--- config.mk ---
export PLATFORM = sky130hd
export DESIGN_NAME = ide_dma
export DESIGN_NICKNAME = d
export VERILOG_FILES = /design/src/common/ide_pkg.sv /design/src/ide_dma.sv
export SDC_FILE = /design/constraint.sdc
export NUM_CORES = 1
export LEC_CHECK = 0
export BUFFER_PORTS_ARGS = -buffer_cell sky130_fd_sc_hd__buf_2
export CAP_MARGIN = 20
export CORE_MARGIN = 2
export CORE_UTILIZATION = 39
export CTS_BUF_LIST = sky130_fd_sc_hd__clkbuf_16
export CTS_CLUSTER_SIZE = 12
export DETAILED_ROUTE_END_ITERATION = 6
export GPL_TIMING_DRIVEN = 1
export HOLD_SLACK_MARGIN = 0.05
export PLACE_DENSITY = 0.87
export SLEW_MARGIN = 20
export SYNTH_ARGS = -nofsm -noshare
export SYNTH_HDL_FRONTEND = slang
export SYNTH_SLANG_ARGS = --single-unit
--- constraint.sdc ---
create_clock -name clk -period 3.5 [get_ports clk]
set_input_delay 0.175 -clock clk [delete_from_list [all_inputs] [get_ports clk]]
set_output_delay 0.175 -clock clk [all_outputs]
set_load 0.05 [all_outputs]
--- src/common/ide_pkg.sv ---
`default_nettype none

package ide_pkg;

	// IDE data bus width
	localparam int IDE_DW = 16;

	// IDE register address width, covers one chip select bank
	localparam int IDE_AW = 3;

	// one-hot phase count of a single PIO access
	// t1, two cycles of t2, and recovery
	localparam int PIO_PHASES = 5;

	// z80 side widths
	localparam int Z80_DW = 8;
	localparam int PORT_W = 5;

	// dma block length field, 0 stands for a full 256-word block
	localparam int DMA_LW = 8;

	// the 16-bit data register sits at CS0 address 0
	localparam logic [IDE_AW-1:0] IDE_REG_DATA = '0;

	// z80 port map
	// 0..7 are CS0 regs, 8..15 are CS1 regs
	// 16 is the high byte latch for the data register
	localparam logic [PORT_W-1:0] PORT_HI = 5'd16;

	// one requested IDE access, 22 bits
	typedef struct packed
	{
		logic [IDE_DW-1:0] wdata;
		logic [IDE_AW-1:0] addr;
		logic              cs0_n;
		logic              cs1_n;
		// 1 = read from drive
		logic              rnw;
	} ide_cmd_t;

endpackage

`default_nettype wire

--- src/ide_dma.sv ---
`timescale 1ns/1ps
`default_nettype none

// block mover between the IDE data register and an outside word buffer
// one data register access per word
module ide_dma
(
	input  wire                                 clk,
	input  wire                                 reset,

	// control
	input  wire                                 dma_start,
	input  wire                                 dma_rnw,
	input  wire  [ide_pkg::DMA_LW-1:0]          dma_len,
	output logic                                dma_busy,
	output logic                                dma_done,

	// word buffer
	input  wire  [ide_pkg::IDE_DW-1:0]          buf_rdata,
	output logic                                buf_rstb,
	output logic                                buf_wstb,
	output logic [ide_pkg::IDE_DW-1:0]          buf_wdata,

	// sequencer side
	input  wire                                 rdy_stb,
	input  wire                                 dma_owner,
	input  wire  [ide_pkg::IDE_DW-1:0]          rdata,
	output logic                                dma_req,
	output ide_pkg::ide_cmd_t                   dma_cmd
);

	// one extra bit so a zero length loads as 256
	logic [ide_pkg::DMA_LW:0] cnt;
	logic                     rnw_q;
	logic                     own_done;
	logic                     start_ok;
	logic                     last;

	assign start_ok = dma_start & ~dma_busy;
	assign own_done = rdy_stb & dma_owner;
	assign last = (cnt == 1);

	// always the CS0 data register
	// write data straight from the buffer head
	always_comb
	begin
		dma_cmd.wdata = buf_rdata;
		dma_cmd.addr  = ide_pkg::IDE_REG_DATA;
		dma_cmd.cs0_n = 1'b0;
		dma_cmd.cs1_n = 1'b1;
		dma_cmd.rnw   = rnw_q;
	end

	// buffer strobes ride on our own completions
	assign buf_rstb = own_done & ~rnw_q;
	assign buf_wstb = own_done & rnw_q;
	assign buf_wdata = rdata;

	always_ff @(posedge clk)
	begin
		if (reset)
		begin
			dma_busy <= 1'b0;
			dma_done <= 1'b0;
			dma_req  <= 1'b0;
			cnt      <= '0;
		end
		else
		begin
			dma_done <= 1'b0;
			if (start_ok)
			begin
				dma_busy <= 1'b1;
				dma_req  <= 1'b1;
				cnt      <= {dma_len == '0, dma_len};
			end
			else if (own_done)
			begin
				// drop for a cycle so a waiting z80 access gets a slot
				dma_req <= 1'b0;
				cnt     <= cnt - 1'b1;
				if (last)
				begin
					dma_busy <= 1'b0;
					dma_done <= 1'b1;
				end
			end
			else if (dma_busy && !dma_req)
				dma_req <= 1'b1;
		end
	end

	// direction of the block
	always_ff @(posedge clk)
	begin
		if (start_ok)
			rnw_q <= dma_rnw;
	end

endmodule

`default_nettype wire

; After elaboration in Yosys (flattened, before gate mapping)
; Cells that the tools add are included.
[word_totals]
register_bits = 13
[classes]
addsub = 1
n_eq_ne = 1
muxes = 9
bitwise = 7
reduce_logical = 8
[ops]
columns = cell, n
row1 = $mux W9, 2
row2 = $eq A9 B1 Y1 const B, 1
row3 = $sub A9 B1 Y9 const B, 1
row4 = $logic_not A8 Y1, 1
row5 = $mux W1, 7
row6 = $and A1 B1 Y1, 4
row7 = $reduce_bool A2 Y1, 2
row8 = $not A1 Y1, 3
row9 = $reduce_bool A3 Y1, 1
row10 = $reduce_or A3 Y1, 1
row11 = $reduce_and A2 Y1, 1
row12 = $logic_and A1 B1 Y1, 1
row13 = $logic_not A1 Y1, 1

; Depth between registers and ports, before layout
[depth]
ltp_word = 5
ltp_mapped = 6
depth_no_buf = 5

; Worst setup path before layout
; No wires, ideal clock.
[synth_timing]
path_kind = reg-to-reg
start = reg dma_busy
end = reg cnt[3] (netlist bit)
arrival_time_ns = 1.525
required_time_ns = 3.414
setup_slack_ns = 1.890
path_stages_with_launch = 6
cell_sequence = dfxtp_1 > nand2b_1 > clkbuf_1 > clkbuf_1 > nor2_1 > a211oi_1
[synth_between]
elab_chain_cells = 3
word_cells_on_any_way = 4
cone_classes = 1 x mux / 2 x bitwise / 1 x reduce/logical
[synth_rtl]
columns = element, line_no
row1 = start: declaration, ide_dma.sv:15  ; output logic dma_busy,
row2 = start signal: assignment, ide_dma.sv:63  ; dma_busy <= 1'b0;
row3 = start signal: assignment, ide_dma.sv:73  ; dma_busy <= 1'b1;
row4 = start signal: assignment, ide_dma.sv:84  ; dma_busy <= 1'b0;
row5 = $not A1 Y1 (*), ide_dma.sv:39  ; assign start_ok = dma_start & ~dma_busy;
row6 = $and A1 B1 Y1 (*), ide_dma.sv:39
row7 = $mux W9 or $reduce_bool A2 Y1 (tied branches), --
row8 = end signal: assignment, ide_dma.sv:75  ; cnt <= {dma_len == '0, dma_len};
row9 = end signal: assignment, ide_dma.sv:81  ; cnt <= cnt - 1'b1;
row10 = end: declaration, ide_dma.sv:33  ; logic [ide_pkg::DMA_LW:0] cnt;
; Mark *: on every way between the ends. The rest lies on a longest branch, timed or not.
; A chain may end at the register's enable or synchronous reset.

; Final worst setup path
[layout_timing]
start = reg dma_busy
end = reg cnt[1] (netlist bit)
[layout_between]
elab_chain_cells = 3
word_cells_on_any_way = 4
cone_classes = 1 x mux / 2 x bitwise / 1 x reduce/logical
[layout_rtl]
columns = element, line_no
row1 = $not A1 Y1 (*), ide_dma.sv:39
row2 = $and A1 B1 Y1 (*), ide_dma.sv:39
row3 = via start_ok, ide_dma.sv:36  ; logic start_ok;
row4 = $mux W9 or $reduce_bool A2 Y1 (tied branches), --
; The timed path passes the listed nets; every way through them passes the cells marked *.

==> flow_summary.yaml <==
pwr:
  p_int_mw: 0.3448
  pwr-share-seq: 0.368
  p_clk_frac: 0.437
  switchingPower_mw: 0.1313
  p_comb_frac: 0.195
  p_per_area_nw_per_um2: 553.9
  switching_share: 0.2758
  total_leakage_power_nw: 0.3694
  ir_worst_vdd_uv: 211.2
cells_and_area:
  drive_above_1_share: 0.2577
  n_fill_cell: 235
  design_area_um2: 859.6
  diodes: 0
  nets: 146
  area_delta_synth_final_pct: -8.155
  multiInputGateArea_um2: 369.1
  final-seq-area_um2: 270.3
cts:
  clk_pin_slew_worst_paths_ns: 0.04
  ctsRootBufferMaster: "clkbuf_16"
  cts_setup_buffers: 0
  cts.sinks: 13
  htree_levels: 1
  cts_tree: "built"
  clock_latency_ns: 0.24
  cts_buffer_depth: 2
  cts_hold_buffers: 0
  numCtsBuffers: 3
  cts_resized: 0
min_path:
  hold_path_class: "input port to flop"
timing:
  rsz0062_at_grt: "no"
  fin_tns_setup_ns: 0
  finalCritPeriodShare: 0.4448
  max_freq_mhz: 642.3
  hold_viol_final: 0
  slew_viol_final: 0
  skew_ns: 0.001570
  finalSetupViolations: 0
  period_needed_ns: 1.557
route:
  drc: 0
  drt-initial-drc-count: 8
  wl_um: 1816
  first_pass_iters: 4
  wire_per_inst_um: 14.53
  viasPerCell: 5.272
  vias: 659
  ant_nets: 0
logic_synthesis:
  synth_cell_types: 25
  synthAdderAreaFrac: 0.02674
  ys_ff_latch: 13
  synth_xor_area_frac: 0.06551
  synth_top_area_frac: 0.3048
  syn_area_um2: 935.9
  synth_top_family_by_area: "buffers and inverters"
  ys_seq_area_frac: 0.2888
  netlist_top_cells_area: "buf_4 30%, dfxtp_1 26%, a211oi_1 4.8%, xor2_1 4.7%, nor2_1 4.4%"
  postSynthCellCount: 112
  yosys.area_share.simple: 0.1725
  yosys_warnings: 0
  synth-compound-area-share: 0.1096
  synthMuxAreaShare: 0
  synth_top_cell_by_area: "buf_4"
  syn_area_per_cell_um2: 8.356
critical_path:
  worstSetupPathType: "flop to flop"
  start_kind: "flop"
  crit_arrival_ns: 1.73
  crit_fanout: 16
  end_kind: "flop"
  cp.required_ns: 3.68
placement:
  place_area_um2: 780.7
  dp_hpwl_um: 1413
  port_buffers: 19
  gp_congestion: 0.8345
grt:
  gr-usage-all-layers: 0.1413
  grt.overflow.total: 0
  grt_start_max_net_pins: 17
  antenna_found_initial: 0
  grt_pass1_vias: 658
  grt_pass1_wl_um: 2849
outcome:
  status: "finished, final reports clean"
job:
  maxCapViolCount: 0
die:
  dieArea_um2: 2807
  ios: 89
  initial_core_util: 0.4190
  die_x_um: 52.99
  die_h_um: 52.99
  row_count: 17
  core_area_um2: 2233
## routing by layer
metal | track usage | share of wire | vias to the layer above
met5 | 0 | 0 | -
met4 | 0.1197 | 0.059 | 0
met3 | 0.04237 | 0.091 | 27
met2 | 0.2396 | 0.49 | 25
met1 | 0.1392 | 0.36 | 299
li1 | - | - | 308
## placed cells by master, fill, tap and decap left out
master	instances
nand3_1	4
nor4_1	4
nand4b_1	1
o31ai_1	2
inv_1	4
and3_2	1
nand2_1	2
clkbuf_16	3
and4bb_4	1
xnor2_1	2
ha_1	2
a211oi_1	6
conb_1	5
nor2_1	11
dfxtp_1	12
buf_2	19
edfxtp_1	1
a311oi_1	2
nand2_4	1
a21oi_1	4
o21ai_0	1
nor3_1	2
xor2_1	5
or4_1	1
nand2b_1	1
## Yosys cell counts, drive strengths merged
library cell	number
a211oi	6
a21oi	4
a311oi	2
and3	1
and4bb	1
buf	38
clkbuf	3
conb	2
dfxtp	12
edfxtp	1
ha	2
inv	3
nand2	3
nand2b	1
nand3	4
nand4b	1
nor2	11
nor3	2
nor4	4
o21ai	1
o31ai	2
or4	1
xnor2	2
xor2	5
## state kept, by name, summed over array words and instances (netlist names)
name	cells
dma_req	1
dma_busy	1
dma_done	1
rnw_q	1
cnt	9
## through the flow
stage / instances / setup WS, ns / power [mW] / util / hold slack, ns
2_1_floorplan: 115 / 1.890 / 0.3496 / - / 0.2471
5_1_grt: 125 / 1.711 / 0.4979 / 0.3849 / 0.1176
3_5_place_dp: 121 / 1.957 / 0.2705 / 0.3496 / 0.3503
4_1_cts: 125 / 1.929 / 0.4785 / 0.3849 / 0.1168
6_report: 125 / 1.943 / 0.4761 / 0.3849 / 0.1140
3_3_place_gp: 121 / 2.047 / 0.2672 / 0.3496 / 0.3503
## worst max-delay path, cell delays in order, from the launching register on
cell and delay, ns:
dfxtp_1 0.34, nand2b_1 0.43, inv_1 0.25, a311oi_1 0.31, a21oi_1 0.08, nor2_1 0.08
## cells by family (layout without fill, tap and decap cells)
| group | count (synthesis) | in the layout |
|---|---|---|
| other | 2 | 5 |
| AND/OR/NAND/NOR | 29 | 29 |
| buffers and inverters | 44 | 26 |
| flip-flops | 13 | 13 |
| XOR/XNOR | 7 | 7 |
| AO/OA/AOI/OAI | 15 | 15 |
| adder cells (fa/ha/maj) | 2 | 2 |
## cell type report
class	instances	share of cell area
well taps	28	0.04076
multi-input cells	58	0.4294
clock buffers	3	0.08734
flip-flops and latches	13	0.3144
repair buffers	19	0.1106
clock inverters	1	0.004367
inverters	3	0.01310
## power groups by stage
stage               clock [mW]  combinational, mW  sequential (mW)
floorplan                    0              0.167            0.183
global placement             0             0.0902            0.177
detailed placement           0             0.0925            0.178
CTS                      0.210             0.0935            0.176
global route             0.218              0.103            0.177
finish                   0.208             0.0929            0.175
## worst paths after layout
check	from	end	slack, ns	depth (start not counted)
setup / recovery	dma_busy	cnt[1]	1.94	5
hold / removal	dma_rnw	rnw_q	0.11	1
setup reg to reg	dma_busy	cnt[1]	1.94	5
hold reg to reg	dma_busy	dma_busy	0.53	2
(Power assumes the default switching activity.)
