File: src/common/ide_pkg.sv
`default_nettype none

package ide_pkg;

	// IDE data bus width
	localparam int IDE_DW = 16;

	// IDE register address width, covers one chip select bank
	localparam int IDE_AW = 3;

	// one-hot phase count of a single PIO access
	// t1, two cycles of t2, and recovery
	localparam int PIO_PHASES = 5;

	// z80 side widths
	localparam int Z80_DW = 8;
	localparam int PORT_W = 5;

	// dma block length field, 0 stands for a full 256-word block
	localparam int DMA_LW = 8;

	// the 16-bit data register sits at CS0 address 0
	localparam logic [IDE_AW-1:0] IDE_REG_DATA = '0;

	// z80 port map
	// 0..7 are CS0 regs, 8..15 are CS1 regs
	// 16 is the high byte latch for the data register
	localparam logic [PORT_W-1:0] PORT_HI = 5'd16;

	// one requested IDE access, 22 bits
	typedef struct packed
	{
		logic [IDE_DW-1:0] wdata;
		logic [IDE_AW-1:0] addr;
		logic              cs0_n;
		logic              cs1_n;
		// 1 = read from drive
		logic              rnw;
	} ide_cmd_t;

endpackage

`default_nettype wire

File: src/ide/ide_pio.sv
`timescale 1ns/1ps
`default_nettype none

// PIO-4 access sequencer at 28 MHz
// cycle 0   accept, command latched
// cycle 1   cs, address and dir on the pins (t1)
// cycle 2-3 rd_n or wr_n low (t2)
// cycle 4   strobe and cs released
// cycle 5   rdy_stb
// cycle 6   rdy again
module ide_pio
(
	input  wire                                 clk,
	input  wire                                 reset,

	// requesters, dma has priority
	input  wire                                 dma_req,
	input  wire ide_pkg::ide_cmd_t              dma_cmd,
	input  wire                                 z80_req,
	input  wire ide_pkg::ide_cmd_t              z80_cmd,

	output logic                                rdy,
	output logic                                rdy_stb,
	output logic                                dma_owner,
	output logic [ide_pkg::IDE_DW-1:0]          rdata,

	// IDE pins
	input  wire  [ide_pkg::IDE_DW-1:0]          ide_din,
	output logic [ide_pkg::IDE_DW-1:0]          ide_wdata,
	output logic [ide_pkg::IDE_AW-1:0]          ide_a,
	output logic                                ide_dir,
	output logic                                ide_cs0_n,
	output logic                                ide_cs1_n,
	output logic                                ide_rd_n,
	output logic                                ide_wr_n
);

	logic [ide_pkg::PIO_PHASES-1:0] st;
	ide_pkg::ide_cmd_t              sel_cmd;
	ide_pkg::ide_cmd_t              cmd_q;
	logic                           go;

	// dma command wins when both ask
	assign sel_cmd = dma_req ? dma_cmd : z80_cmd;

	// idle when no phase bit is in flight
	assign rdy = ~|st;
	assign go = rdy & (dma_req | z80_req);

	// last phase ends the access
	assign rdy_stb = st[ide_pkg::PIO_PHASES-1];

	// address and write data come from the latched command
	// so they hold still for the whole access
	assign ide_a = cmd_q.addr;
	assign ide_wdata = cmd_q.wdata;

	// phase shifter, a single bit walks through
	always_ff @(posedge clk)
	begin
		if (reset)
			st <= '0;
		else
			st <= {st[ide_pkg::PIO_PHASES-2:0], go};
	end

	// command capture at acceptance
	always_ff @(posedge clk)
	begin
		if (go)
			cmd_q <= sel_cmd;
	end

	// owner of the access in flight
	always_ff @(posedge clk)
	begin
		if (reset)
			dma_owner <= 1'b0;
		else if (go)
			dma_owner <= dma_req;
	end

	// pin control from phases
	always_ff @(posedge clk)
	begin
		if (reset)
		begin
			ide_dir   <= 1'b1;
			ide_cs0_n <= 1'b1;
			ide_cs1_n <= 1'b1;
			ide_rd_n  <= 1'b1;
			ide_wr_n  <= 1'b1;
		end
		else if (go)
		begin
			// t1 starts, cs and direction
			ide_dir   <= sel_cmd.rnw;
			ide_cs0_n <= sel_cmd.cs0_n;
			ide_cs1_n <= sel_cmd.cs1_n;
		end
		else if (st[0])
		begin
			// t2 starts, only one strobe goes low
			ide_rd_n  <= ~cmd_q.rnw;
			ide_wr_n  <= cmd_q.rnw;
		end
		else if (st[2])
		begin
			// end of t2, release everything
			ide_dir   <= 1'b1;
			ide_cs0_n <= 1'b1;
			ide_cs1_n <= 1'b1;
			ide_rd_n  <= 1'b1;
			ide_wr_n  <= 1'b1;
		end
	end

	// read data sampled at the end of the second t2 cycle
	// while rd_n is still low
	always_ff @(posedge clk)
	begin
		if (st[2] && cmd_q.rnw)
			rdata <= ide_din;
	end

endmodule

`default_nettype wire

File: config.mk
export PLATFORM = sky130hd
export DESIGN_NAME = ide_pio
export DESIGN_NICKNAME = d
export VERILOG_FILES = /design/src/common/ide_pkg.sv /design/src/ide/ide_pio.sv
export SDC_FILE = /design/constraint.sdc
export NUM_CORES = 1
export LEC_CHECK = 0
export BUFFER_PORTS_ARGS = -buffer_cell sky130_fd_sc_hd__buf_2
export CORE_MARGIN = 2
export CORE_UTILIZATION = 45
export CTS_BUF_LIST = sky130_fd_sc_hd__clkbuf_4 sky130_fd_sc_hd__clkbuf_8
export DETAILED_ROUTE_END_ITERATION = 8
export PLACE_DENSITY = 0.93
export SLEW_MARGIN = 15
export SYNTH_ARGS = -nofsm -noshare
export SYNTH_HDL_FRONTEND = slang
export SYNTH_SLANG_ARGS = --single-unit
File: constraint.sdc
create_clock -name clk -period 2.58 [get_ports clk]
set_input_delay 0.516 -clock clk [delete_from_list [all_inputs] [get_ports clk]]
set_output_delay 0.516 -clock clk [all_outputs]
set_load 0.02 [all_outputs]
; After elaboration in Yosys (flattened, before gate mapping)
; Cells that the tools add are included.
[totals]
ff_bits = 47
mem_count = 0
out_inout_bits = 43
ram_bits = 0
wordCells = 31
in_bits = 64
latchBits = 0
romBits = 0
[classes]
n_lt_le_gt_ge = 0
div_mod_pow = 0
shifts = 0
n_addsub = 0
n_eq_ne = 1
bitwise = 4
reduce_logical = 7
n_mux = 8
mul = 0
[ops]
columns = op, n
row1 = 2-to-1 mux 22 bit, 1
row2 = 2-to-1 mux 1 bit, 7
row3 = OR reduction 5 bit, 1
row4 = AND reduction 2 bit, 2
row5 = nonzero test 2 bit, 2
row6 = inequality test 2 x 1 -> 1 bit (second input constant), 1
row7 = inverter 1 bit, 2
row8 = AND 1 bit, 1
row9 = logical AND 1 bit, 1
row10 = zero test 1 bit, 1
row11 = bitwise OR 1 bit, 1

; Longest topological paths before layout
; Gate-level depths: netlist of run 1.
[depth]
ltp_word = 5
mapped_depth = 4

; Worst setup path after synthesis of run 1
; No wires, ideal clock.
[synth_path]
kind = reg-to-reg
from = register st[0] in the netlist's numbering
to = register cmd_q[0] in the netlist's numbering (enable)
arrival_ps = 1514
path_slack_ps = 682
stages_incl_launch_ff = 3
setup_ps = 384
t_required_ps = 2196
path_buffers = 0
synth_period_minus_slack_ps = 1898
path_cell_list = dfxtp_1 > or4_4 > nor3_4
[synth_between]
elab_chain_len = 3
[synth_lines]
columns = element, line
row1 = "start, declared", ide_pio.sv:38  ; logic [ide_pkg::PIO_PHASES-1:0] st;
row2 = "start signal, assigned", ide_pio.sv:64  ; st <= {st[ide_pkg::PIO_PHASES-2:0], go};
row3 = OR reduction 5 bit, ide_pio.sv:47  ; assign rdy = ~|st;
row4 = zero test 1 bit, ide_pio.sv:47
row5 = AND 1 bit, ide_pio.sv:48  ; assign go = rdy & (dma_req | z80_req);
row6 = named net go, ide_pio.sv:41  ; logic go;
row7 = "end signal, assigned", ide_pio.sv:71  ; cmd_q <= sel_cmd;
row8 = "end, declared", ide_pio.sv:40  ; ide_pkg::ide_cmd_t cmd_q;
; The timed path passes the listed nets, and every way through them passes these cells.
; A chain may end at the register's enable or synchronous reset.

; Worst setup path in the final report of run 1
[layout_path]
from = register st[0] in the netlist's numbering
to = output port rdy
[layout_between]
elab_chain_len = 2
[layout_lines]
columns = element, line
row1 = OR reduction 5 bit, ide_pio.sv:47
row2 = zero test 1 bit, ide_pio.sv:47
row3 = "end, declared", ide_pio.sv:22  ; output logic rdy,
; No other way between the ends.

==> results of run 1 <==
-- per-stage QoR --
stage	util, %	cell area [µm²]	instances
after CTS	61.3	2490	266
after floorplan	-	1920	123
after global placement	57.9	2350	258
after detailed placement	57.9	2350	258
final	61.3	2490	266
after global routing	61.3	2490	266
-- sequential cells by signal (all words and copies together), names as in the netlist --
| signal | cells |
|---|---|
| ide_wdata | 16 |
| rdata | 16 |
| st | 5 |
| ide_a | 3 |
| cmd_q | 1 |
| dma_owner | 1 |
| ide_cs0_n | 1 |
| ide_cs1_n | 1 |
| ide_dir | 1 |
| ide_rd_n | 1 |
| ide_wr_n | 1 |
-- layout by cell type (no fill, tap or decap), drive strengths merged --
master      n
a211oi      5
buf       108
or4         1
o41ai       1
bufinv      2
nand2       2
o311ai      1
clkbuf      5
o31ai       1
o21ai       1
clkinvlp    1
nor2        5
inv         4
dfxtp      11
mux2i       3
edfxtp     36
nor3        2
and2        1
nor4        1
mux2       20
nor2b       5
-- worst reg2reg max path, delay by kind of cell, from the launching register on --
family | cells | cell delay, ns
buf+inv | 1 | 0.33
flops | 1 | 0.36
simple gates | 2 | 0.70
-- kinds of logic after synthesis --
group / share of synthesized area (%)
AOI/OAI and AO/OA: 3.53
buffers and inverters: 9.86
DFF: 67.9
muxes: 13.3
and+or+nand+nor: 5.36
-- synthesized netlist by cell type --
cell type and count:
mux2_2 20, nor2_1 5, dfxtp_1 11, nor4_1 1, a211oi_1 5, nor3_4 1, buf_4 19, nor2b_1 5
mux2i_1 3, o41ai_1 1, buf_2 1, o31ai_1 1, nand2_1 2, nor3_1 1, and2_1 1, or4_4 1
o311ai_0 1, edfxtp_1 36, clkbuf_1 1, inv_1 4, o21ai_0 1, buf_6 2
-- final timing paths --
path / to / cells past startpoint / from
setup / recovery: rdy / 3 / st[0]
hold / removal: rdata[3] / 1 / ide_din[3]
setup reg to reg: ide_wdata[15] / 3 / st[0]
hold reg to reg: st[4] / 1 / st[3]
-- layout make-up --
| class | count | area [µm²] |
|---|---|---|
| multi-input combinational | 49 | 425 |
| timing repair buffer | 108 | 546 |
| tap | 50 | 62.6 |
| sequential | 47 | 1300 |
| fill | 324 | 1570 |
| clock buffer | 5 | 68.8 |
| clock inverter | 3 | 67.6 |
| inverter | 4 | 15.0 |
-- power by group through the flow --
stage	Clock (mW)	Sequential, mW	Combinational, mW
after global placement	0	0.919	0.260
after floorplan	0	0.934	0.183
after CTS	0.641	0.904	0.269
after detailed placement	0	0.921	0.267
final	0.631	0.903	0.266
after global routing	0.667	0.909	0.285
-- routing by layer --
metal | vias up | track usage, %
met1 | 618 | 17.4
met5 | - | 0
li1 | 616 | -
met4 | 0 | 8.28
met2 | 48 | 31.4
met3 | 6 | 4.07
==> flow_summary.toml, run 1 <==
[timing]
setup_viol = 0
post-route-period-util_pct = 78.1
fin_hold_ws_ns = 0.386
skew_ns = 0.00993
drv_slew = 0
max_freq_ghz = 0.496
rsz0062_at_grt = "no"
fin_crit_ns = 2.01
finalWorstSetupSlack_ns = 0.566
max_slew_margin_pct = 53.5
finalSetupTns_ns = 0
worst_pin_slew_ns = 0.698
hold_viol = 0

[detailed_routing]
drc = 0
wl_um = 3950
drt_first_pass_iters = 4
vias = 1288
highest-signal-layer = "met4"
ant_nets = 0
post_drt_via_cell_ratio = 4.84
drtIter0Drc = 53
met2_length_um = 2280
wl_met3_um = 197
wl_met1_um = 1410
drt-wirelength-per-cell_um = 14.9

[setup_path]
r2r_setup_slack_ns = 0.87
crit_type = "reg -> out"
start_kind = "flip-flop"
cp_slowest_stage_delay_ns = 0.57
path_delay_family = "simple AND/OR/NAND/NOR gates"
cp_slowest_cell = "or4_4"
critPathMaxFanout = 5
worstPathCellList = "or4_4 > nor2_1 > buf_2"
cp.arrival_ns = 1.50
endpoint_kind = "primary output"
worstPathRequired_ns = 2.06
cp_num_buf_inv = 1

[layout]
layout.nets = 279
final_layout_size_suffix_gt1_share_pct = 63.9
areaGrowthSynthToFinish_pct = 29.8
diodes = 0

[placed_design]
place_congestion = 0.755
hpwl_um = 3000
pre_cts_ws_ns = 0.786
portBuffers = 106

[floorplan]
io_pins = 107
die_x_um = 69.2
die_area_mm2 = 0.00479
fp.dieH_um = 69.2
core_mm2 = 0.00406
rows = 23
start_util_pct = 47.2

[run]
cap_violations = 0

[clock_network]
insertion_delay_ns = 0.30
holdBufCountCts = 0
htreeDepth = 2
ctsResizeCount = 0
cts-root-buf = "clkbuf_8"
cts.sink_count = 47
cts.clk_slew.worst_paths_ns = 0.09
cts_tree = "done"
numCtsBuffers = 5
postCtsSetupBuffers = 0
cts_buffer_depth = 2

[outcome]
status = "completed"

[grt]
track_usage_pct = 16.8
antenna_found_initial = 0
grt_start_max_net_pins = 24
grt_pass1_wl_um = 6320
overflow = 0
first_global_vias = 1354

[synthesis]
yosysSeqAreaShare_pct = 67.9
synthTopCellsByArea = "edfxtp_1 (56%), mux2_2 (12%), dfxtp_1 (11%), buf_4 (7.4%), a211oi_1 (2.0%)"
synth_cells = 123
synth_cell_types = 22
yosysTopAreaCell = "edfxtp_1"
synth-seq-cells = 47
synth_area_mm2 = 0.00192
yosysWarnings = 0
avgSynthCellArea_um2 = 15.6
synth_top_area_share_pct = 56.4
syn_nets = 187

[min_path]
hold_path.class = "in -> reg"

[power]
p_int_mw = 1.38
power.share.combinational_pct = 14.8
vdd_drop_max_v = 0.000399
switchingPower_mw = 0.420
power_mw = 1.80
seq_power_share_pct = 50.2
pwr-share-clk_pct = 35.1
p_per_area_mw_per_mm2 = 724
swShare_pct = 23.3
leakagePower_nw = 1.08
No activity file was read; power rests on OpenSTA's default activity.
==> run 2, diff against run 1 <==
==> constraint.sdc (replaced) <==
create_clock -name clk -period 1.9 [get_ports clk]
set_input_delay 0.38 -clock clk [delete_from_list [all_inputs] [get_ports clk]]
set_output_delay 0.38 -clock clk [all_outputs]
set_load 0.02 [all_outputs]
==> run 2 against run 1 <==
Compared with the run above: sequential power increased by 36%; global-route usage decreased by 0.44 points; design area decreased by 0.50%; clock skew decreased by 0.0076 ns; utilization decreased by 0.31 points; flip-flop and latch count unchanged; cell count increased by 0.75%; register-to-register slack got worse by 0.55 ns; clock power decreased by 5.2%; critical endpoint unchanged; largest power group unchanged; highest routed layer unchanged.
==> flow_summary.toml, run 2 (same netlist as run 1, synthesis figures left out) <==
[detailed_routing]
ant_nets = 0
drc = 0
drt_first_pass_iters = 4
post_drt_via_cell_ratio = 4.73
drt-wirelength-per-cell_um = 14.4
wl_um = 3860
vias = 1268
drtIter0Drc = 67

[clock_network]
postCtsSetupBuffers = 0
insertion_delay_ns = 0.29
cts_buffer_depth = 2
cts-root-buf = "clkbuf_8"
htreeDepth = 2
cts_tree = "done"
holdBufCountCts = 0
ctsResizeCount = 0
cts.sink_count = 47
cts.clk_slew.worst_paths_ns = 0.08
numCtsBuffers = 5

[setup_path]
critPathMaxFanout = 5
worstPathRequired_ns = 1.52
r2r_cells = 3
r2r-end = "ide_wdata[10]"
r2r_setup_slack_ns = 0.32
crit_type = "reg -> out"
endpoint_kind = "primary output"
cp.arrival_ns = 1.44
start_kind = "flip-flop"
r2r_start = "st[1]"

[floorplan]
fp.dieH_um = 69.2
die_area_mm2 = 0.00479
io_pins = 107
start_util_pct = 47.2
die_x_um = 69.2
rows = 23
core_mm2 = 0.00406

[timing]
drv_slew = 0
max_freq_ghz = 0.550
hold_viol = 0
rsz0062_at_grt = "no"
setup_viol = 0
max_slew_margin_pct = 78.6
finalSetupTns_ns = 0
post-route-period-util_pct = 95.8
skew_ns = 0.00237
worst_pin_slew_ns = 0.317
fin_crit_ns = 1.82

[layout]
seq_area_mm2 = 0.00130
fin_area_mm2 = 0.00247
final_cell_mix = "buf_2 (105), edfxtp_1 (36), mux2_2 (20)"
layout.nets = 281
mostFrequentLayoutCell = "buf_2"
diodes = 0
areaGrowthSynthToFinish_pct = 29.1
final_layout_size_suffix_gt1_share_pct = 64.7
fillCellCount = 343
fin_util_pct = 61.0
multi_input_area_um2 = 428

[placed_design]
place_congestion = 0.790
hpwl_um = 3050
place_area_mm2 = 0.00238
portBuffers = 106

[power]
power.share.combinational_pct = 17.1
switchingPower_mw = 0.533
vdd_drop_max_v = 0.000611
seq_power_share_pct = 55.7
swShare_pct = 24.2
leakagePower_nw = 1.08
p_int_mw = 1.67
p_per_area_mw_per_mm2 = 890
pwr-share-clk_pct = 27.2

[grt]
met1_usage_pct = 16.2
grtUsageMet3_pct = 3.63
overflow = 0
first_global_vias = 1372
grt_start_max_net_pins = 24
track_usage_pct = 16.4
antenna_found_initial = 0
grt_pass1_wl_um = 6070
top_usage_layer = "met2"
met2_usage_pct = 31.2

[run]
cap_violations = 0

[min_path]
hold_end = "rdata[9]"
hold_path.class = "in -> reg"
min_from = "ide_din[9]"
min_path_cells = 1

[outcome]
status = "completed"
## run 2: cell types whose count changed in the layout (fill, tap and decap cells not counted)
| cell | change |
|---|---|
| nor2_2 | +1 |
| buf_12 | +1 |
| buf_4 | +2 |
| clkbuf_4 | +3 |
| clkinvlp_4 | -1 |
| bufinv_16 | -2 |
| buf_2 | -1 |
| nor2_1 | -1 |
## run 2: cell type report
cell class / count / area share [%]
clock buffer: 8 / 3.69
multi-input combinational: 49 / 17.3
tap: 50 / 2.53
timing repair buffer: 110 / 23.3
inverter: 4 / 0.607
sequential: 47 / 52.6
## run 2: critical path: stages (launching register included)
cell and delay, ns:
dfxtp_1 0.32, or4_4 0.59, nor2_2 0.10, buf_4 0.14
## run 2: routing by layer
metal  vias to the layer above  share of wire (%)
li1                        616                  -
met1                       600                 36
met3                         7                4.4
met4                         0                2.0
met5                         -                  0
met2                        45                 57
## run 2: how the worst max path moves through the flow
stage | cells after the start | endpoint | from | slack (ns)
after detailed placement | 3 | ide_wdata[1] | st[0] | 0.32
after global placement | 3 | ide_wdata[6] | st[0] | 0.35
final | 3 | rdy | st[1] | 0.08
after CTS | 3 | rdy | st[0] | 0.03
after global routing | 3 | rdy | st[1] | 0.03
after floorplan | 2 | cmd_q[0] | st[0] | 0.002
## run 2: per-stage QoR
step                total power, mW  std cells  hold WS, ns  setup slack (ns)
detailed placement             1.63        260        0.474             0.320
CTS                            2.21        268        0.257            0.0348
global route                   2.29        268        0.248            0.0295
finish                         2.20        268        0.262            0.0806
floorplan                      1.52        123        0.439           0.00201
global placement               1.61        260        0.451             0.351
## run 2: power by group through the flow
stage | clock network, mW | registers, mW | logic [mW]
final | 0.598 | 1.23 | 0.376
after floorplan | 0 | 1.27 | 0.249
after global routing | 0.651 | 1.24 | 0.404
after global placement | 0 | 1.25 | 0.366
after detailed placement | 0 | 1.25 | 0.378
after CTS | 0.608 | 1.23 | 0.378
