[config.mk]
export PLATFORM = sky130hd
export DESIGN_NAME = z80_ide_port
export DESIGN_NICKNAME = d
export VERILOG_FILES = /design/src/common/ide_pkg.sv /design/src/z80_ide_port.sv
export SDC_FILE = /design/constraint.sdc
export NUM_CORES = 1
export LEC_CHECK = 0
export BUFFER_PORTS_ARGS = -buffer_cell sky130_fd_sc_hd__buf_2
export CAP_MARGIN = 20
export CORE_ASPECT_RATIO = 0.8
export CORE_UTILIZATION = 32
export CTS_CLUSTER_DIAMETER = 60
export CTS_CLUSTER_SIZE = 10
export DETAILED_ROUTE_END_ITERATION = 10
export SYNTH_ARGS = -nofsm -noshare
export SYNTH_HDL_FRONTEND = slang
export SYNTH_SLANG_ARGS = --single-unit
[constraint.sdc]
create_clock -name clk -period 2.2 [get_ports clk]
set_clock_uncertainty 0.05 [all_clocks]
set_input_delay 0.22 -clock clk [delete_from_list [all_inputs] [get_ports clk]]
set_output_delay 0.22 -clock clk [all_outputs]
set_load 0.005 [all_outputs]
[src/common/ide_pkg.sv]
`default_nettype none

package ide_pkg;

	// IDE data bus width
	localparam int IDE_DW = 16;

	// IDE register address width, covers one chip select bank
	localparam int IDE_AW = 3;

	// one-hot phase count of a single PIO access
	// t1, two cycles of t2, and recovery
	localparam int PIO_PHASES = 5;

	// z80 side widths
	localparam int Z80_DW = 8;
	localparam int PORT_W = 5;

	// dma block length field, 0 stands for a full 256-word block
	localparam int DMA_LW = 8;

	// the 16-bit data register sits at CS0 address 0
	localparam logic [IDE_AW-1:0] IDE_REG_DATA = '0;

	// z80 port map
	// 0..7 are CS0 regs, 8..15 are CS1 regs
	// 16 is the high byte latch for the data register
	localparam logic [PORT_W-1:0] PORT_HI = 5'd16;

	// one requested IDE access, 22 bits
	typedef struct packed
	{
		logic [IDE_DW-1:0] wdata;
		logic [IDE_AW-1:0] addr;
		logic              cs0_n;
		logic              cs1_n;
		// 1 = read from drive
		logic              rnw;
	} ide_cmd_t;

endpackage

`default_nettype wire

[src/z80_ide_port.sv]
`timescale 1ns/1ps
`default_nettype none

// z80 I/O ports onto the IDE sequencer
// the 16-bit data register is reached through the PORT_HI latch
module z80_ide_port
(
	input  wire                                 clk,
	input  wire                                 reset,

	// z80 I/O cycle, one-cycle strobes
	input  wire                                 io_wr,
	input  wire                                 io_rd,
	input  wire  [ide_pkg::PORT_W-1:0]          port,
	input  wire  [ide_pkg::Z80_DW-1:0]          din,
	output logic [ide_pkg::Z80_DW-1:0]          dout,
	output logic                                z80_wait,

	// sequencer side
	input  wire                                 rdy_stb,
	input  wire                                 dma_owner,
	input  wire  [ide_pkg::IDE_DW-1:0]          rdata,
	output logic                                z80_req,
	output ide_pkg::ide_cmd_t                   z80_cmd
);

	logic [ide_pkg::Z80_DW-1:0] hi_q;
	logic                       io_stb;
	logic                       is_ide;
	logic                       is_hi;
	logic                       acc_done;
	logic                       data_rd;

	// strobes during a pending access are dropped
	assign io_stb = (io_wr | io_rd) & ~z80_wait;

	// ports 0..15 map to IDE registers
	// ports above PORT_HI decode to nothing
	assign is_ide = ~port[ide_pkg::PORT_W-1];
	assign is_hi = (port == ide_pkg::PORT_HI);

	// our own access finished, not a dma one
	assign acc_done = rdy_stb & ~dma_owner & z80_req;

	// read of the CS0 data register fills the high latch
	assign data_rd = z80_cmd.rnw & ~z80_cmd.cs0_n &
		(z80_cmd.addr == ide_pkg::IDE_REG_DATA);

	// request and wait
	always_ff @(posedge clk)
	begin
		if (reset)
		begin
			z80_req  <= 1'b0;
			z80_wait <= 1'b0;
		end
		else if (acc_done)
		begin
			z80_req  <= 1'b0;
			z80_wait <= 1'b0;
		end
		else if (io_stb && is_ide)
		begin
			z80_req  <= 1'b1;
			z80_wait <= 1'b1;
		end
	end

	// command, latch and read data
	always_ff @(posedge clk)
	begin
		if (io_stb)
		begin
			if (is_ide)
			begin
				// port bit 3 picks the chip select bank
				z80_cmd.wdata <= {hi_q, din};
				z80_cmd.addr  <= port[ide_pkg::IDE_AW-1:0];
				z80_cmd.cs0_n <= port[ide_pkg::IDE_AW];
				z80_cmd.cs1_n <= ~port[ide_pkg::IDE_AW];
				z80_cmd.rnw   <= ~io_wr;
			end
			else if (is_hi)
			begin
				// latch access, no IDE cycle
				if (io_wr)
					hi_q <= din;
				else
					dout <= hi_q;
			end
		end

		if (acc_done && z80_cmd.rnw)
		begin
			dout <= rdata[ide_pkg::Z80_DW-1:0];
			if (data_rd)
				hi_q <= rdata[ide_pkg::IDE_DW-1:ide_pkg::Z80_DW];
		end
	end

endmodule

`default_nettype wire

Word level (Yosys, flattened, before mapping)
Cells that the tools add are included.
{ "word_totals": {"ff_bits": 39, "latchBits": 0, "mem_bits_rw": 0, "mem_bits_ro": 0, "inputBits": 35, "elab_cells": 42, "n_memories": 0} }
{ "op_classes": {"n_addsub": 0, "n_mul": 0, "n_div": 0, "n_lt_le_gt_ge": 0, "n_eq_ne": 2, "shifts": 0, "mux": 11, "bitwise": 12, "n_reduce_logical": 9} }
{ "ops": {"columns": ["op", "count"], "rows": [
  ["2-to-1 mux 8 bit", 11],
  ["inverter 1 bit", 6],
  ["nonzero test 2 bit", 3],
  ["bitwise AND 1 bit", 5],
  ["equality test 5 bit, second input constant", 1],
  ["AND reduction 4 bit", 1],
  ["logical NOT 3 bit", 1],
  ["logical AND 1 bit", 2],
  ["!= test 2 x 1 -> 1 bit, second input constant", 1],
  ["AND reduction 2 bit", 1],
  ["OR reduction 2 bit", 1],
  ["OR 1 bit", 1]
]} }

Longest topological paths before layout
Gate-level depths: netlist of the first run.
{ "depth": {"word_depth": 6, "depth_mapped": 5, "ltp_nobuf": 3} }

Worst setup path before layout of the first run
Ideal clock, no wire load.
{ "synth_timing": {"path_kind": "in2reg", "start": "input port port[1] in the netlist's numbering", "end": "register dout[0] in the netlist's numbering (enable)", "setup_time_ns": 0.374, "t_arrival_ns": 1.361, "required_ns": 1.776, "slack_ns": 0.415, "path_stages": 3, "n_path_buf": 1, "path_cell_list": "or4_1 > clkbuf_1 > o21ai_1"} }
{ "synth_via": {"elab_chain_len": 3} }
{ "synth_lines": {"columns": ["item", "line", "rtl"], "rows": [
  ["from (decl)", "z80_ide_port.sv:14", "input wire [ide_pkg::PORT_W-1:0] port,"],
  ["equality test 5 bit", "z80_ide_port.sv:40", "assign is_hi = (port == ide_pkg::PORT_HI);"],
  ["nonzero test 2 bit (no source line)", null, null],
  ["AND reduction 4 bit (no source line)", null, null],
  ["to (signal assigned)", "z80_ide_port.sv:89", "dout <= hi_q;"],
  ["to (signal assigned)", "z80_ide_port.sv:95", "dout <= rdata[ide_pkg::Z80_DW-1:0];"],
  ["to (decl)", "z80_ide_port.sv:16", "output logic [ide_pkg::Z80_DW-1:0] dout,"]
]} }
Every way passes these cells.
A chain may end at the register's enable or synchronous reset.

Final worst setup path of the first run
{ "layout_timing": {"start": "register z80_cmd[2] in the netlist's numbering", "end": "register hi_q[6] in the netlist's numbering"} }
{ "layout_via": {"elab_chain_len": 5} }
{ "layout_lines": {"columns": ["item", "line", "rtl"], "rows": [
  ["from (decl)", "z80_ide_port.sv:24", "output ide_pkg::ide_cmd_t z80_cmd"],
  ["inverter 1 bit", "z80_ide_port.sv:46", "assign data_rd = z80_cmd.rnw & ~z80_cmd.cs0_n &"],
  ["bitwise AND 1 bit (2 in series)", "z80_ide_port.sv:46", null],
  ["2-to-1 mux 8 bit", "z80_ide_port.sv:96", "if (data_rd)"],
  ["2-to-1 mux 8 bit", "z80_ide_port.sv:93", "if (acc_done && z80_cmd.rnw)"],
  ["to (signal assigned)", "z80_ide_port.sv:87", "hi_q <= din;"],
  ["to (signal assigned)", "z80_ide_port.sv:97", "hi_q <= rdata[ide_pkg::IDE_DW-1:ide_pkg::Z80_DW];"],
  ["to (decl)", "z80_ide_port.sv:27", "logic [ide_pkg::Z80_DW-1:0] hi_q;"]
]} }
Every way passes these cells.

==> key figures, run 1 <==
Run status
  – Outcome: completed

Final layout
  – Commonest non-fill, non-tap cell in the layout: buf_2
  – Fin nets: 224
  – Layout cells sized above 1: 40.5%
  – Most frequent cells in the layout: buf_2, edfxtp_1, nand2_1, o21ai_1, dfxtp_1
  – Syn-to-layout area delta: 31.0%
  – # diodes: 0

Logic synthesis
  – Post-synthesis cell area: 1520 um2
  – Seq/Total Area, Yosys: 71.3%
  – Post-synth net total: 156
  – Synth Instances: 121
  – Synth warn: 0
  – Seq cells post-synth: 39
  – Syn_area_per_cell: 12.5 um2
  – Yosys cell types: 24

Clock tree
  – Num CTS Buffers: 5
  – Clock slew at reported path FFs: 0.07 ns
  – CTS sink count: 39
  – CTS tree: built
  – Worst-Skew Late Latency: 0.28 ns
  – Clock buffer depth: 2
  – Post-CTS Setup Bufs: 0
  – Post-CTS sizing: 0
  – Hold-fix buffers, CTS: 0
  – Root buffer selected by CTS: clkbuf_8
  – H-tree levels: 2

Die
  – Top Ports: 67
  – FP Rows: 22
  – Core box area: 4570 um2
  – Die X: 79.0 um
  – Initial Util: 33.2%
  – Die Y: 63.6 um
  – Die Area: 5020 um2

Timing
  – Final hold violation count: 0
  – Tightest Pin Transition: 0.448 ns
  – Final period util: 80.6%
  – F_max: 564 MHz
  – Rel. slew slack: 70.0%
  – Setup TNS: 0 ns
  – Period minus WS final: 1.77 ns
  – Final setup vio count: 0
  – Final Max Slew Viols: 0
  – Unrepaired setup endpoints after global routing: false
  – Worst Slack Setup Final: 0.427 ns

Setup path
  – CP peak stage delay: 0.67 ns
  – Setup Crit Path Kind: reg -> reg
  – CP endpoint kind: flop
  – CP max FO: 9
  – Slowest library cell on the worst path: or4_1
  – Reg2reg setup slack: 0.43 ns
  – Crit path arrival time: 1.94 ns
  – Worst-path cell chain: or4_1, or2_0, a31oi_1
  – Startpoint Class: flop
  – CP Data Required Time: 2.36 ns

GRT
  – Grt total ovfl: 0
  – Met3 GRT Util: 4.06%
  – GR Util met2: 22.3%
  – Initial antenna violation count: 0
  – Global-route wire length before repair: 5310 um
  – Top Usage Layer GRT: met2
  – Largest net degree at the start of global routing: 19
  – Vias in the first global route: 1109
  – Total track usage: 14.5%
  – Met1 usage: 18.6%

Drt
  – Drt total wl: 3350 um
  – Final ANT Viol Nets: 0
  – Drt initial violations: 56
  – Average vias per placed instance: 4.68
  – DRC violations left: 0
  – DR pass1 iterations: 4
  – DR vias: 1169
  – Routed WL per cell: 13.4 um

Power
  – Pwr Density: 787 nW/um2
  – Worst VDD drop: 344 uV
  – Static leakage: 0.836 nW

Place
  – Port bufs: 66
  – Post-place setup slack: 0.441 ns
  – Placer Congestion: 0.831
  – Post-DP HPWL: 2710 um

Run
  – Max-Cap Viols: 0

Min path
  – Hold/Removal Path Class: in -> reg
## cell usage after synthesis
master | n | area share (%)
nor4_1 | 1 | 0.41
edfxtp_1 | 30 | 59
nand4b_4 | 1 | 1.6
nor2_1 | 1 | 0.25
or2_0 | 1 | 0.41
buf_6 | 1 | 0.74
or4_1 | 2 | 0.99
nand4_1 | 8 | 3.3
and4b_1 | 1 | 0.66
nor3_1 | 8 | 2.6
nor2b_1 | 1 | 0.41
buf_1 | 1 | 0.25
nand4b_1 | 1 | 0.58
clkbuf_1 | 4 | 0.99
nand3b_1 | 1 | 0.50
nand2_1 | 24 | 5.9
o21ai_0 | 1 | 0.33
o21ai_1 | 10 | 3.3
a31oi_1 | 8 | 3.3
a21oi_1 | 1 | 0.33
inv_1 | 4 | 0.99
dfxtp_1 | 9 | 12
buf_4 | 1 | 0.50
buf_2 | 1 | 0.33
## per-layer routing
layer	routed length, um	part of all wire [%]
met1	1490	44
met2	1550	46
met3	250	7.5
met4	57	1.7
met5	0	0
## cell type report
class,instances,area [um2]
clock buffers,6,72.6
clock inverters,2,12.5
fillers,482,2580
inverters,4,15.0
multi-input cells,70,378
flip-flops and latches,39,1080
well taps,60,75.1
repair buffers,69,353
## logic make-up (layout without fill, tap and decap cells)
family | after synthesis | count (layout) | synth area share, %
AOI/OAI and AO/OA | 20 | 20 | 7.26
buffers and inverters | 12 | 81 | 3.79
DFF | 39 | 39 | 71.3
and+or+nand+nor | 50 | 50 | 17.7
## registers in the layout, indices dropped and copies added (netlist names)
register / cells
dout: 8
z80_req: 1
hi_q: 8
z80_cmd: 22
## worst max-delay path, delay by kind of cell, from the launching register on
kind	cells	cell delay [ns]
DFF	1	0.37
AOI/OAI and AO/OA	1	0.21
and+or+nand+nor	2	1.07
## final timing paths
check | endpoint | cells after the start | startpoint
min | z80_req | 2 | reset
max | hi_q[6] | 3 | z80_cmd[2]
min reg2reg | z80_cmd[19] | 0 | hi_q[5]
max reg2reg | hi_q[6] | 3 | z80_cmd[2]
## per-stage QoR
| stage | power (mW) | cell area, um2 | instances | util [%] | hold WS [ns] |
|---|---|---|---|---|---|
| 2_1_floorplan | 1.03 | 1520 | 121 | - | 0.239 |
| 3_3_place_gp | 1.13 | 1900 | 242 | 41.6 | 0.327 |
| 3_5_place_dp | 1.13 | 1900 | 242 | 41.6 | 0.338 |
| 4_1_cts | 1.59 | 1990 | 250 | 43.5 | 0.0317 |
| 5_1_grt | 1.65 | 1990 | 250 | 43.5 | 0.0474 |
| 6_report | 1.56 | 1990 | 250 | 43.5 | 0.0388 |
## power by group
group          leakage (nW)  internal (mW)  switching, mW  total, mW
Sequential            0.359          0.889         0.0422      0.931
Combinational         0.436         0.0865         0.0955      0.182
Clock                0.0412          0.221          0.230      0.451
Total                 0.836           1.20          0.367       1.56
(Power assumes the default switching activity.)
==> run 2, diff against run 1 <==
==> constraint.sdc (replaced) <==
create_clock -name clk -period 1.7 [get_ports clk]
set_clock_uncertainty 0.05 [all_clocks]
set_input_delay 0.17 -clock clk [delete_from_list [all_inputs] [get_ports clk]]
set_output_delay 0.17 -clock clk [all_outputs]
set_load 0.005 [all_outputs]
==> run 2 against run 1 <==
  * Wire length rose by 2.6%
  * Non-clock buffer count rose by 4
  * Maximum frequency rose by 14%
  * Critical path depth did not move
  * Register-to-register slack got worse by 0.28 ns
  * First-iteration DRC count fell by 45%
  * Clock power rose by 33%
  * Cell area rose by 3.1%
  * Sequential power rose by 29%
  * Global-route usage rose by 0.16 points
  * Die area did not move
==> key figures, run 2 (synthesis results as in run 1) <==
Final layout
  – Commonest non-fill, non-tap cell in the layout: buf_2
  – Layout cells sized above 1: 41.8% (+1.2 points)
  – Fill count: 457 (-5.2%)
  – Final instance area: 2050 um2 (+3.1%)
  – Core Util, Final: 44.8% (+1.3 points)
  – Largest register FFs: 22 (unchanged)
  – Most frequent cells in the layout: buf_2, edfxtp_1, nand2_1, o21ai_1, dfxtp_1
  – Largest Register: z80_cmd
  – Largest regs: z80_cmd: 22 flops, dout: 8 flops, hi_q: 8 flops
  – Syn-to-layout area delta: 35.1%
  – Fin nets: 228 (+1.8%)
  – # diodes: 0 (unchanged)

GRT
  – Largest net degree at the start of global routing: 15 (-4)
  – Initial antenna violation count: 0 (unchanged)
  – Vias in the first global route: 1097 (-1.1%)
  – Grt total ovfl: 0 (unchanged)
  – Global-route wire length before repair: 5350 um (+0.64%)
  – Total track usage: 14.7% (+0.16 points)

Timing
  – Final setup vio count: 0 (unchanged)
  – Final Max Slew Viols: 0 (unchanged)
  – Setup TNS: 0 ns (unchanged)
  – Unrepaired setup endpoints after global routing: false
  – Period minus WS final: 1.55 ns (-0.222 ns)
  – Final hold violation count: 0 (unchanged)
  – F_max: 645 MHz (+14%)
  – Tightest Pin Transition: 0.479 ns (+0.0305 ns)
  – Rel. slew slack: 68.0% (-2.0 points)
  – Worst Slack Setup Final: 0.149 ns (-0.278 ns)
  – Final period util: 91.3% (+11 points)

Drt
  – Routed WL per cell: 13.5 um (+0.99%)
  – DR vias: 1160 (-0.77%)
  – Average vias per placed instance: 4.57 (-2.3%)
  – Drt total wl: 3430 um (+2.6%)
  – Final ANT Viol Nets: 0 (unchanged)
  – DR pass1 iterations: 4 (unchanged)
  – DRC violations left: 0 (unchanged)
  – Drt initial violations: 31 (-45%)

Min path
  – Hold/Removal Path Class: in -> reg
  – Hold Path Cell Cnt: 1 (-1)

Die
  – FP Rows: 22 (unchanged)
  – Die Area: 5020 um2 (unchanged)
  – Core box area: 4570 um2 (unchanged)
  – Initial Util: 33.2% (unchanged)
  – Top Ports: 67 (unchanged)
  – Die Y: 63.6 um (unchanged)
  – Die X: 79.0 um (unchanged)

Setup path
  – Startpoint Class: flop
  – CP endpoint kind: flop
  – Setup Crit Path Kind: reg -> reg
  – Crit path arrival time: 1.72 ns (-0.22 ns)
  – CP max FO: 8 (-1)
  – Cells on worst reg2reg path: 3 (unchanged)
  – CP Data Required Time: 1.87 ns (-0.49 ns)

Run status
  – Outcome: completed

Place
  – Post-place setup slack: 0.0947 ns (-0.346 ns)
  – Port bufs: 66 (unchanged)
  – Post-DP HPWL: 2660 um (-1.8%)
  – Placer Congestion: 0.791 (-4.8%)
  – Placed Area: 1950 um2 (+2.7%)

Power
  – Combinational share of power: 12.1% (+0.5 points)
  – Worst VDD drop: 400 uV (+16%)
  – Share of power burned in registers: 58.5% (-1.0 points)
  – Clk network pwr share: 29.3% (+0.5 points)
  – Switching share of power: 24.1% (+0.63 points)
  – Sw Pwr: 0.495 mW (+35%)
  – Int Power: 1.56 mW (+30%)
  – Static leakage: 0.861 nW (+3.0%)
  – Pwr Density: 1000 nW/um2 (+27%)

Clock tree
  – Clock slew at reported path FFs: 0.07 ns (about the same)
  – CTS tree: built
  – Clock buffer depth: 2 (unchanged)
  – Worst-Skew Late Latency: 0.29 ns (about the same)
  – CTS sink count: 39 (unchanged)
  – Num CTS Buffers: 5 (unchanged)
  – Root buffer selected by CTS: clkbuf_8
  – H-tree levels: 2 (unchanged)

Run
  – Max-Cap Viols: 0 (unchanged)
run 2: cell types whose count changed in the layout (fill, tap and decap cells not counted), sizes merged:
cell,delta
dlygate4sd3,+1
buf,+3
run 2: final cells by class:
type | count | area [um2] | share of cell area (%)
clock buffers | 6 | 72.6 | 3.54
clock inverters | 2 | 12.5 | 0.611
inverters | 4 | 15.0 | 0.733
multi-input cells | 70 | 382 | 18.6
flip-flops and latches | 39 | 1080 | 52.8
well taps | 60 | 75.1 | 3.67
repair buffers | 73 | 410 | 20.0
run 2: path summary, 6_finish.rpt:
kind	startpoint	end	slack [ns]
setup / recovery	z80_cmd[2]	hi_q[1]	0.15
hold / removal	din[2]	z80_cmd[8]	0.03
setup reg to reg	z80_cmd[2]	hi_q[1]	0.15
hold reg to reg	hi_q[5]	z80_cmd[19]	0.41
run 2: critical path: stages (launching register included):
cell	delay, ns
edfxtp_1	0.38
or4_1	0.54
or2_1	0.33
a31oi_1	0.17
run 2: power by group through the flow:
stage | sequential (mW) | clock, mW | combinational [mW]
floorplan | 1.22 | 0 | 0.116
global placement | 1.22 | 0 | 0.244
detailed placement | 1.22 | 0 | 0.251
CTS | 1.20 | 0.625 | 0.253
global route | 1.21 | 0.660 | 0.290
finish | 1.20 | 0.602 | 0.249
run 2: repair_timing:
action | in CTS | in global routing
setup buffers | 0 | 0
endpoints found under the hold margin | 1 | 0
resized for setup | 0 | 1
hold buffers | 1 | 0
setup endpoints to repair | 0 | 6
run 2: metal layers:
layer  GRT usage (%)  vias to the layer above  share of wire, %
li1                -                      593                 -
met1            18.8                      517                47
met2            22.2                       45                44
met3            4.20                        5               7.4
met4            8.18                        0               2.0
met5               0                        -                 0
run 2: metrics by stage:
stage	cells	hold WS [ns]	total power, mW
6_report	254	0.0273	2.05
2_1_floorplan	121	0.189	1.33
3_5_place_dp	245	0.286	1.48
4_1_cts	254	0.0144	2.08
5_1_grt	254	0.0104	2.16
3_3_place_gp	245	0.283	1.47
